`config.mk`:
```
export PLATFORM = sky130hd
export DESIGN_NAME = ungapped_ext_top
export DESIGN_NICKNAME = d
export VERILOG_FILES = /design/src/blastn_ext_pkg.sv /design/src/ungapped_ext_top.sv /design/src/ext_control.sv /design/src/score_tracker.sv /design/src/ext_lane.sv
export SDC_FILE = /design/constraint.sdc
export NUM_CORES = 1
export LEC_CHECK = 0
export ABC_AREA = 0
export BUFFER_PORTS_ARGS = -buffer_cell sky130_fd_sc_hd__buf_2
export CAP_MARGIN = 20
export CORE_ASPECT_RATIO = 0.8
export CORE_MARGIN = 5
export CORE_UTILIZATION = 45
export CTS_BUF_LIST = sky130_fd_sc_hd__clkbuf_2 sky130_fd_sc_hd__clkbuf_4 sky130_fd_sc_hd__clkbuf_8
export CTS_CLUSTER_SIZE = 40
export DETAILED_ROUTE_END_ITERATION = 6
export PLACE_DENSITY_LB_ADDON = 0.15
export SLEW_MARGIN = 30
export SYNTH_ARGS = -nofsm -noshare
export SYNTH_HDL_FRONTEND = slang
export SYNTH_SLANG_ARGS = --single-unit
```
`constraint.sdc`:
```
create_clock -name clk -period 8.7 [get_ports clk]
set_input_delay 1.305 -clock clk [delete_from_list [all_inputs] [get_ports clk]]
set_output_delay 1.305 -clock clk [all_outputs]
set_load 0.1 [all_outputs]
```
`src/blastn_ext_pkg.sv`:
```
// BLASTN ungapped extension shared definitions
// scoring constants plus the request and response words of the engine

package blastn_ext_pkg;

  // --------------------------------------------------------------------------
  // sequence geometry
  // --------------------------------------------------------------------------

  // two bits per nucleotide, sixteen nucleotides per word
  localparam int base_bits = 2;
  localparam int seq_bases = 16;
  localparam int word_bits = base_bits * seq_bases;

  // --------------------------------------------------------------------------
  // scoring
  // --------------------------------------------------------------------------

  // extension gives up once best minus running score goes past this
  localparam int x_drop = 20;

  // signed score, 32 pairs at most so 8 bits is plenty
  typedef logic signed [7:0] score_t;

  localparam score_t match_score    = 8'sd1;
  localparam score_t mismatch_score = -8'sd3;

  // per lane step count, 0 to 16
  typedef logic [4:0] step_t;

  // --------------------------------------------------------------------------
  // stream words
  // --------------------------------------------------------------------------

  // request, four 32 bit words
  // query in the low word, lengths and positions in the top word
  // base i sits in bits 2i+1..2i of query and database
  typedef struct packed {
    logic [15:0]          seq_len;
    logic [15:0]          hit_pos;
    logic [15:0]          d_start;
    logic [15:0]          q_start;
    logic [word_bits-1:0] database;
    logic [word_bits-1:0] query;
  } ext_req_t;

  // response, one 32 bit word, score in the low byte
  typedef struct packed {
    logic [7:0] d_start;
    logic [7:0] q_start;
    logic [7:0] len;
    score_t     score;
  } ext_resp_t;

endpackage
```
`src/ungapped_ext_top.sv`:
```
// BLASTN ungapped extension engine
// one request at a time, extended in both directions from the hit position
// with X-drop termination

`timescale 1ns/10ps

module ungapped_ext_top
  import blastn_ext_pkg::*;
(
  input  logic      clk,
  input  logic      reset,
  input  logic      in_val,
  output logic      in_rdy,
  input  ext_req_t  in_req,
  output logic      out_val,
  input  logic      out_rdy,
  output ext_resp_t out_resp
);

  ext_req_t req;
  logic     load;
  logic     run;
  logic     stopped;
  logic     asc_valid;
  logic     asc_match;
  logic     asc_done;
  logic     desc_valid;
  logic     desc_match;
  logic     desc_done;
  step_t    asc_steps;
  step_t    desc_steps;
  score_t   best_score;
  step_t    best_left;
  step_t    best_right;

  ext_control control (
    .clk        (clk),
    .reset      (reset),
    .in_val     (in_val),
    .in_rdy     (in_rdy),
    .in_req     (in_req),
    .out_val    (out_val),
    .out_rdy    (out_rdy),
    .out_resp   (out_resp),
    .load       (load),
    .run        (run),
    .req        (req),
    .left_done  (asc_done),
    .right_done (desc_done),
    .stopped    (stopped),
    .best_score (best_score),
    .best_left  (best_left),
    .best_right (best_right)
  );

  // hit, hit+1, ... upward
  ext_lane #(.descending(1'b0)) lane_asc (
    .clk        (clk),
    .reset      (reset),
    .load       (load),
    .req        (req),
    .run        (run),
    .halt       (stopped),
    .step_valid (asc_valid),
    .step_match (asc_match),
    .steps      (asc_steps),
    .done       (asc_done)
  );

  // hit-1, hit-2, ... down to 0
  ext_lane #(.descending(1'b1)) lane_desc (
    .clk        (clk),
    .reset      (reset),
    .load       (load),
    .req        (req),
    .run        (run),
    .halt       (stopped),
    .step_valid (desc_valid),
    .step_match (desc_match),
    .steps      (desc_steps),
    .done       (desc_done)
  );

  score_tracker tracker (
    .clk         (clk),
    .reset       (reset),
    .load        (load),
    .left_valid  (asc_valid),
    .left_match  (asc_match),
    .right_valid (desc_valid),
    .right_match (desc_match),
    .left_steps  (asc_steps),
    .right_steps (desc_steps),
    .best_score  (best_score),
    .best_left   (best_left),
    .best_right  (best_right),
    .stopped     (stopped)
  );

endmodule

```
`src/ext_control.sv`:
```
// Extension engine control
// valid/ready handshake on both streams, idle/calc/done sequencing, and
// formatting of the response from the tracker's best values

`timescale 1ns/10ps

module ext_control
  import blastn_ext_pkg::*;
(
  input  logic      clk,
  input  logic      reset,
  input  logic      in_val,
  output logic      in_rdy,
  input  ext_req_t  in_req,
  output logic      out_val,
  input  logic      out_rdy,
  output ext_resp_t out_resp,
  output logic      load,
  output logic      run,
  output ext_req_t  req,
  input  logic      left_done,
  input  logic      right_done,
  input  logic      stopped,
  input  score_t    best_score,
  input  step_t     best_left,
  input  step_t     best_right
);

  typedef enum logic [1:0] {
    state_idle,
    state_calc,
    state_done
  } state_t;

  state_t    state;
  state_t    state_next;
  ext_req_t  req_hold;
  ext_resp_t resp_next;
  logic      finish;

  // --------------------------------------------------------------------------
  // FSM
  // --------------------------------------------------------------------------

  assign load   = in_val & in_rdy;
  assign run    = (state == state_calc);
  assign finish = (left_done & right_done) | stopped;

  always_comb begin
    state_next = state;
    case (state)
      state_idle: begin
        if (load) begin
          state_next = state_calc;
        end
      end
      state_calc: begin
        if (finish) begin
          state_next = state_done;
        end
      end
      state_done: begin
        // hold the response until the consumer takes it
        if (out_rdy) begin
          state_next = state_idle;
        end
      end
      default: state_next = state_idle;
    endcase
  end

  always_ff @(posedge clk) begin
    if (reset) begin
      state   <= state_idle;
      in_rdy  <= 1'b0;
      out_val <= 1'b0;
    end else begin
      state   <= state_next;
      in_rdy  <= (state_next == state_idle);
      out_val <= (state_next == state_done);
    end
  end

  // --------------------------------------------------------------------------
  // request hold and response
  // --------------------------------------------------------------------------

  // lanes load straight from the input in the accept cycle
  assign req = in_req;

  // starts move back by the descending steps kept at the best
  always_comb begin
    resp_next.score   = best_score;
    resp_next.len     = 8'(best_left) + 8'(best_right);
    resp_next.q_start = req_hold.q_start[7:0] - 8'(best_right);
    resp_next.d_start = req_hold.d_start[7:0] - 8'(best_right);
  end

  always_ff @(posedge clk) begin
    if (load) begin
      req_hold <= in_req;
    end
    if (run && finish) begin
      out_resp <= resp_next;
    end
  end

endmodule

```
`src/score_tracker.sv`:
```
// Extension score tracker
// sums both lanes' pair scores each cycle, keeps the best score and the lane
// step counts where it was reached, and raises stopped on an X-drop

`timescale 1ns/10ps

module score_tracker
  import blastn_ext_pkg::*;
(
  input  logic   clk,
  input  logic   reset,
  input  logic   load,
  input  logic   left_valid,
  input  logic   left_match,
  input  logic   right_valid,
  input  logic   right_match,
  input  step_t  left_steps,
  input  step_t  right_steps,
  output score_t best_score,
  output step_t  best_left,
  output step_t  best_right,
  output logic   stopped
);

  score_t             score;
  score_t             left_pts;
  score_t             right_pts;
  score_t             next_score;
  score_t             next_best;
  logic               new_best;
  logic               any_step;
  logic signed [8:0]  gap;

  // --------------------------------------------------------------------------
  // per cycle update
  // --------------------------------------------------------------------------

  always_comb begin
    left_pts  = '0;
    right_pts = '0;
    if (left_valid) begin
      left_pts = left_match ? match_score : mismatch_score;
    end
    if (right_valid) begin
      right_pts = right_match ? match_score : mismatch_score;
    end
  end

  assign next_score = score + left_pts + right_pts;
  assign any_step   = (left_valid | right_valid) & ~stopped;

  // a tie moves the best forward to the longer extension
  assign new_best  = (next_score >= best_score);
  assign next_best = new_best ? next_score : best_score;

  // one extra bit so the difference cannot wrap
  assign gap = {next_best[7], next_best} - {next_score[7], next_score};

  // --------------------------------------------------------------------------
  // state
  // --------------------------------------------------------------------------

  always_ff @(posedge clk) begin
    if (reset || load) begin
      score      <= '0;
      best_score <= '0;
      best_left  <= '0;
      best_right <= '0;
      stopped    <= 1'b0;
    end else if (any_step) begin
      score <= next_score;
      if (new_best) begin
        best_score <= next_score;
        best_left  <= left_steps;
        best_right <= right_steps;
      end
      // X-drop, lanes see this as halt from the next cycle
      if (gap > x_drop) begin
        stopped <= 1'b1;
      end
    end
  end

endmodule

```
`src/ext_lane.sv`:
```
// One direction of ungapped extension
// aligns the query and database words on load, then compares one base pair
// per active cycle and flags done when the lane runs out of bases

`timescale 1ns/10ps

module ext_lane
  import blastn_ext_pkg::*;
#(
  parameter bit descending = 1'b0
) (
  input  logic     clk,
  input  logic     reset,
  input  logic     load,
  input  ext_req_t req,
  input  logic     run,
  input  logic     halt,
  output logic     step_valid,
  output logic     step_match,
  output step_t    steps,
  output logic     done
);

  logic [word_bits-1:0] q_word;
  logic [word_bits-1:0] d_word;
  logic [base_bits-1:0] q_base;
  logic [base_bits-1:0] d_base;
  logic [5:0]           shift_bits;
  step_t                avail;
  step_t                avail_load;
  step_t                count;
  logic                 active;

  // alignment for the first compare and number of bases on this side
  always_comb begin
    if (descending) begin
      // base hit-1 has to land in the top slot
      avail_load = step_t'(req.hit_pos);
      shift_bits = 6'((seq_bases - int'(req.hit_pos)) * base_bits);
    end else begin
      avail_load = step_t'(req.seq_len - req.hit_pos);
      shift_bits = 6'(int'(req.hit_pos) * base_bits);
    end
  end

  // compare end of each word
  assign q_base = descending ? q_word[word_bits-1 -: base_bits] : q_word[base_bits-1:0];
  assign d_base = descending ? d_word[word_bits-1 -: base_bits] : d_word[base_bits-1:0];

  assign active     = run & ~halt & ~done;
  assign step_valid = active;
  assign step_match = (q_base == d_base);
  assign steps      = count + step_t'(active);

  // sequence words and lane length
  always_ff @(posedge clk) begin
    if (load) begin
      avail <= avail_load;
      if (descending) begin
        q_word <= req.query << shift_bits;
        d_word <= req.database << shift_bits;
      end else begin
        q_word <= req.query >> shift_bits;
        d_word <= req.database >> shift_bits;
      end
    end else if (active) begin
      // next pair moves into the compare slot
      if (descending) begin
        q_word <= q_word << base_bits;
        d_word <= d_word << base_bits;
      end else begin
        q_word <= q_word >> base_bits;
        d_word <= d_word >> base_bits;
      end
    end
  end

  // step count and end detection
  always_ff @(posedge clk) begin
    if (reset) begin
      count <= '0;
      done  <= 1'b0;
    end else if (load) begin
      count <= '0;
      done  <= (avail_load == '0);
    end else if (active) begin
      count <= steps;
      if (steps == avail) begin
        done <= 1'b1;
      end
    end
  end

endmodule

```
==> results of run 1 <==
placed cells by master (no fill, tap or decap), types with 16 or more instances in the layout:
master,instances
mux2i_1,100
nor2b_1,28
xnor2_1,33
inv_1,46
o21ai_0,96
ha_1,48
dfxtp_1,43
edfxtp_1,184
nand2_1,164
nor2_1,39
a21oi_1,103
a22o_1,21
a22oi_1,16
buf_4,17
clkbuf_8,45
o221ai_1,32
and3_1,17
nor3_1,46
mux4_2,66
nand3_1,25
buf_2,123
metrics by stage:
stage                       util  total power, µW
after floorplan                -             2522
after global placement    0.4850             2757
after detailed placement  0.4850             2799
after CTS                 0.5091             3807
after global routing      0.5095             4025
final                     0.5097             3777
state kept, by name, summed over array words and instances, names as in the netlist, 2 cells and up:
name,flops
lane_asc.count,5
control.state,2
tracker.best_left,5
tracker.score,8
tracker.best_score,8
lane_desc.q_word,32
lane_asc.q_word,32
lane_desc.avail,5
lane_asc.avail,5
control.req_hold,16
lane_desc.count,5
lane_asc.d_word,32
lane_desc.d_word,32
tracker.best_right,5
control.out_resp,30
area by class of cell:
type                    instances  area [µm²]  area share
diodes                          4       10.01   0.0006019
multi-input cells            1007        7950      0.4780
flip-flops and latches        227        6386      0.3840
repair buffers                143       777.0     0.04672
clock inverters                18       90.09    0.005417
clock buffers                  55       694.4     0.04175
inverters                      50       188.9     0.01136
well taps                     427       534.3     0.03212
worst register-to-register path, stage by stage (launching register included):
cell	delay, ns
dfxtp_1	0.30
buf_4	0.16
or3b_4	0.45
nor2_4	0.20
inv_2	0.13
a21oi_1	0.63
fa_1	0.55
ha_1	0.36
a211o_1	0.30
a21o_1	0.16
a21oi_1	0.17
xnor2_1	0.25
inv_1	0.09
ha_1	0.31
nand2_1	0.08
or4_4	0.53
o21ba_2	0.40
mux2i_1	0.23
ha_1	0.18
inv_1	0.06
fa_1	0.46
a211oi_1	0.31
nor2_1	0.13
or4b_2	0.62
o2111ai_1	0.13
o21a_1	0.14
Yosys cell counts (all sizes together) (5+ instances only):
cell / n / area, µm²
a211o: 5 / 43.79
a211oi: 14 / 105.1
a21oi: 103 / 515.5
a221o: 13 / 130.1
a22o: 21 / 183.9
a22oi: 16 / 120.1
a31oi: 7 / 43.79
and2: 16 / 100.1
and3: 17 / 106.4
buf: 53 / 315.3
clkbuf: 43 / 161.4
dfxtp: 43 / 860.8
edfxtp: 184 / 5525
fa: 11 / 220.2
ha: 49 / 613.1
inv: 50 / 187.7
mux2i: 100 / 1001
mux4: 66 / 1486
nand2: 167 / 626.9
nand2b: 9 / 56.30
nand3: 25 / 125.1
nor2: 43 / 178.9
nor2b: 28 / 175.2
nor3: 49 / 267.8
nor4: 5 / 31.28
o21a: 9 / 67.56
o21ai: 96 / 480.5
o221ai: 32 / 280.3
or3: 7 / 43.79
xnor2: 33 / 289.0
xor2: 14 / 122.6
metal layers:
layer  wire, µm  GRT usage
met1      16960     0.2813
met4        668    0.04609
met3       3371    0.06322
met5        156          0
met2      19450     0.3531
power by group through the flow:
stage	clock (µW)	combinational (µW)	sequential, µW
after floorplan	0	1100	1420
after global placement	0	1350	1410
after detailed placement	0	1380	1420
after CTS	1020	1390	1390
after global routing	1060	1560	1400
final	991	1390	1390
kinds of logic after synthesis:
kind of cell | synth area share
flip-flops | 0.4274
multiplexers | 0.1695
buffers and inverters | 0.04446
XOR/XNOR | 0.02755
AO/OA/AOI/OAI | 0.1521
AND/OR/NAND/NOR | 0.1231
other | 0.0002510
adder cells (fa/ha/maj) | 0.05576
how the worst min path moves through the flow:
stage	start	end	depth (start not counted)
finish	tracker.best_score[4]$_SDFFE_PP0P_	control.out_resp[4]$_DFFE_PP_	0
global route	lane_desc.count[0]$_SDFFE_PP0N_	lane_desc.count[0]$_SDFFE_PP0N_	2
CTS	tracker.best_score[4]$_SDFFE_PP0P_	control.out_resp[4]$_DFFE_PP_	0
detailed placement	lane_asc.count[0]$_SDFFE_PP0N_	lane_asc.count[0]$_SDFFE_PP0N_	2
global placement	tracker.score[1]$_SDFFE_PP0P_	tracker.score[1]$_SDFFE_PP0P_	2
floorplan	tracker.best_score[4]$_SDFFE_PP0P_	control.out_resp[4]$_DFFE_PP_	0
==> metrics.txt, run 1 <==
synth unique cells 69; Final Wtd Congestion 0.9076; post-route cell area 0.01663 mm²; Worst Clk Skew 0.01781 ns; max-slew violation total from the final report 0; reg2reg end tracker.stopped$_SDFFE_PP0P_; CTS tree built; Worst setup EP type flop; Iteration-0 DRC Markers 949; share of layout cells above drive strength 1 0.2067; row count 59; Max-cap violations 0; final worst-path cycle share 0.8478; DRC errors left 0; r2r startpoint tracker.stopped$_SDFFE_PP0P_; Final setup viols 0; Critical Path Max Stage Delay 0.63 ns; EDFF count, synth 184; Post-Place Setup Slack 1.146 ns; Initial Util 0.4580; crit path launch tracker.stopped$_SDFFE_PP0P_; max frequency 0.1356 GHz; first-pass GRT wire length 63330 µm; non-filler cells, final 1931; Worst Max-Slew Pin Slew 0.8989 ns; Hold Fails Final Rpt 0; clock latency on the worst-skew pair 0.56 ns; Mean Syn Cell Area 10.84 µm²; initial antenna violation count 21; WP depth 25; Layout Nets 1662; area of the mapped netlist 0.01494 mm²; # IOs 166; Critical path destination tracker.stopped$_SDFFE_PP0P_; H-tree depth 2; Area Overhead vs Synth 11.30%; fin worst setup slack 1.324 ns; die height 173.0 µm; family with the most delay on the worst path compound AO/OA/AOI/OAI gates; status finished clean; Pint 2417 µW; Vias per Instance 6.036; DR vias 11.66k; Overflow after GRT 0; RSZ-0062 raised after global routing no; CP bufs+invs 4; Synth Register Bits 227; PwrDens 227.1 mW/mm²; WL per Instance 21.03 µm; Peak VDD IR 0.1665 mV; Setup Buffers After CTS 0; Async SR Flop Fraction 0; fillers 2984; worst path arrival time 7.87 ns; GR Util All Layers 0.2141; Fin Hold WS 0.4644 ns; Req. time, crit path 9.20 ns; Die Width 213.7 µm; fin crit period 7.376 ns; sequential share of power 0.369; clk root buf clkbuf_8; path depth of the worst reg2reg path 25; post-CTS sizing 0; Gate Count Post-Synth 1379; CP most frequent cell ha_1; Startpoint Class flop; vias in the first global route 11.62k; dpl cell area 0.01583 mm²; Ys Warns 0; switching pwr 1360 µW; buffer depth of the longest clock path 3; worst-path maximum fanout 27; core area 0.03263 mm²; Placed Instances 1854; register area share after synthesis 0.4274; total CTS buffers 41; hold_buf cts 0; CP Class flop to flop; die area 0.03697 mm²; clock power share 0.262; P_leak 0.006428 µW; switching part of the total 0.3600; hold crit path type flop to flop; clk sinks 227; clk slew on worst S/H paths 0.07 ns; Slowest cell on crit path a21oi_1; Fin Setup TNS 0 ns; Comb pwr share 0.369; R2R setup slack 1.32 ns; TritonRoute pass-1 iters 5; DRT Wirelength 40610 µm; Main synth FF type edfxtp_1; largest net degree at the start of global routing 80; worst rel slew slack 0.4008; Post-DP HPWL 28500 µm; number of port buffers 125; Antenna Nets Post-Route 0
Power figures use the tool's default switching activity.
==> run 2, diff against run 1 <==
clock period = 7.6 ns   (was 8.7 ns; I/O delays follow)
==> run 2 against run 1 <==
  * Sequential share of layout area down 0.18 points
  * Register-to-register slack got worse by 0.50 ns
  * Sequential cell count did not move
  * Clock-buffer cell count rose by 5
  * First-iteration DRC count up 9.6%
  * Via count is 0.35% higher
  * Clock power is 22% higher
  * Global-route usage about the same
  * Clock skew up 0.0045 ns
  * Critical path depth is 1 higher
  * Core utilization rose by 0.23 points
  * Final area rose by 0.46%
  * Critical path type unchanged
  * Highest routed layer unchanged
==> metrics.txt, run 2 (same netlist as run 1, synthesis figures left out) <==
status finished clean; reg2reg end tracker.stopped$_SDFFE_PP0P_; hold crit path type flop to flop; GR Util All Layers 0.2144; Initial Util 0.4580; Worst setup EP type flop; TritonRoute pass-1 iters 5; Worst Max-Slew Pin Slew 0.9007 ns; share of layout cells above drive strength 1 0.2072; Max-cap violations 0; r2r startpoint control.state[0]$_SDFF_PP0_; Overflow after GRT 0; first-pass GRT wire length 63830 µm; P_leak 0.006480 µW; Area Overhead vs Synth 11.81%; Setup Buffers After CTS 0; Iteration-0 DRC Markers 1040; PwrDens 264.5 mW/mm²; vias in the first global route 11.63k; path depth of the worst reg2reg path 26; total CTS buffers 39; Fin Setup TNS 0 ns; row count 59; max frequency 0.1476 GHz; Slowest cell on crit path or4b_2; clk slew on worst S/H paths 0.07 ns; Post-DP HPWL 28530 µm; WL per Instance 20.89 µm; R2R setup slack 0.82 ns; Fin Hold WS 0.4667 ns; Critical Path Max Stage Delay 0.61 ns; Startpoint Class flop; H-tree depth 2; post-CTS sizing 0; largest net degree at the start of global routing 80; number of port buffers 125; clock latency on the worst-skew pair 0.56 ns; CTS tree built; DR vias 11.70k; max-slew violation total from the final report 0; initial antenna violation count 22; Peak VDD IR 0.1621 mV; Vias per Instance 6.051; hold_buf cts 0; most frequent cells in the layout 184 x edfxtp_1, 164 x nand2_1, 123 x buf_2; DRT Wirelength 40370 µm; most common cell after layout, fill and taps aside edfxtp_1; DRC errors left 0; CP Class flop to flop; worst-path maximum fanout 14; worst rel slew slack 0.3973; core area 0.03263 mm²; crit path launch control.state[0]$_SDFF_PP0_; Final Wtd Congestion 0.9114; RSZ-0062 raised after global routing no; fin crit period 6.776 ns; buffer depth of the longest clock path 3; Hold Fails Final Rpt 0; clk root buf clkbuf_8; Layout Utilization 0.5120; Critical path destination tracker.stopped$_SDFFE_PP0P_; CP most frequent cell ha_1; die area 0.03697 mm²; final worst-path cycle share 0.8916; die height 173.0 µm; fin worst setup slack 0.8241 ns; worst path arrival time 7.29 ns; Layout Nets 1664; Antenna Nets Post-Route 0; Final setup viols 0; # IOs 166; Req. time, crit path 8.11 ns; Worst Clk Skew 0.02228 ns; Post-Place Setup Slack 0.7817 ns; Die Width 213.7 µm; clk sinks 227
run 2: cell types whose count changed in the layout (fill, tap and decap cells not counted), sizes merged:
cell / delta
clkinv: -8
clkbuf: +5
buf: +4
bufinv: +3
clkinvlp: -3
diode: +1
run 2: stage by stage:
step	instance area, µm²	cells	power (µW)
final	16710	1933	4418
after global routing	16700	1929	4711
after CTS	16690	1928	4456
after detailed placement	15860	1858	3223
after global placement	15860	1858	3183
after floorplan	14950	1380	2887
run 2: worst min-delay path by stage:
| stage | start | to | slack, ns | depth (start not counted) |
|---|---|---|---|---|
| floorplan | tracker.best_score[4]$_SDFFE_PP0P_ | control.out_resp[4]$_DFFE_PP_ | 0.42 | 0 |
| global placement | tracker.score[1]$_SDFFE_PP0P_ | tracker.score[1]$_SDFFE_PP0P_ | 0.45 | 2 |
| detailed placement | tracker.best_score[4]$_SDFFE_PP0P_ | control.out_resp[4]$_DFFE_PP_ | 0.45 | 0 |
| CTS | tracker.best_score[4]$_SDFFE_PP0P_ | control.out_resp[4]$_DFFE_PP_ | 0.47 | 0 |
| global route | tracker.best_score[4]$_SDFFE_PP0P_ | control.out_resp[4]$_DFFE_PP_ | 0.49 | 0 |
| finish | tracker.score[1]$_SDFFE_PP0P_ | tracker.score[1]$_SDFFE_PP0P_ | 0.47 | 2 |
run 2: worst max-delay path, delay by kind of cell (launching register included):
family,cells,cell delay [ns]
AOI/OAI and AO/OA,8,1.54
adders and majority gates,5,1.74
DFF,1,0.38
muxes,1,0.16
and+or+nand+nor,6,2.00
xor gates and xnor gates,1,0.26
buffers and inverters,5,0.66
run 2: power by group:
| part | internal (µW) | switching, µW | total [µW] | leakage, µW |
|---|---|---|---|---|
| sequential | 1540 | 55.2 | 1590 | 0.00209 |
| clock | 698 | 515 | 1210 | 0.000443 |
| combinational | 652 | 959 | 1610 | 0.00395 |
run 2: metal layers:
layer,up-vias,global-route usage,wire length [µm]
met3,107,0.06612,3573
met1,5684,0.2846,16630
met4,34,0.05669,1032
li1,5447,-,-
met2,425,0.3433,18970
met5,-,0,161
run 2: final cells by class:
cell class	count	area, µm²
clock buffers	60	713.2
clock inverters	10	118.9
diodes	5	12.51
repair buffers	147	803.3
well taps	427	534.3
multi-input cells	1007	7950
fillers	2969	15920
flip-flops and latches	227	6386
inverters	50	188.9
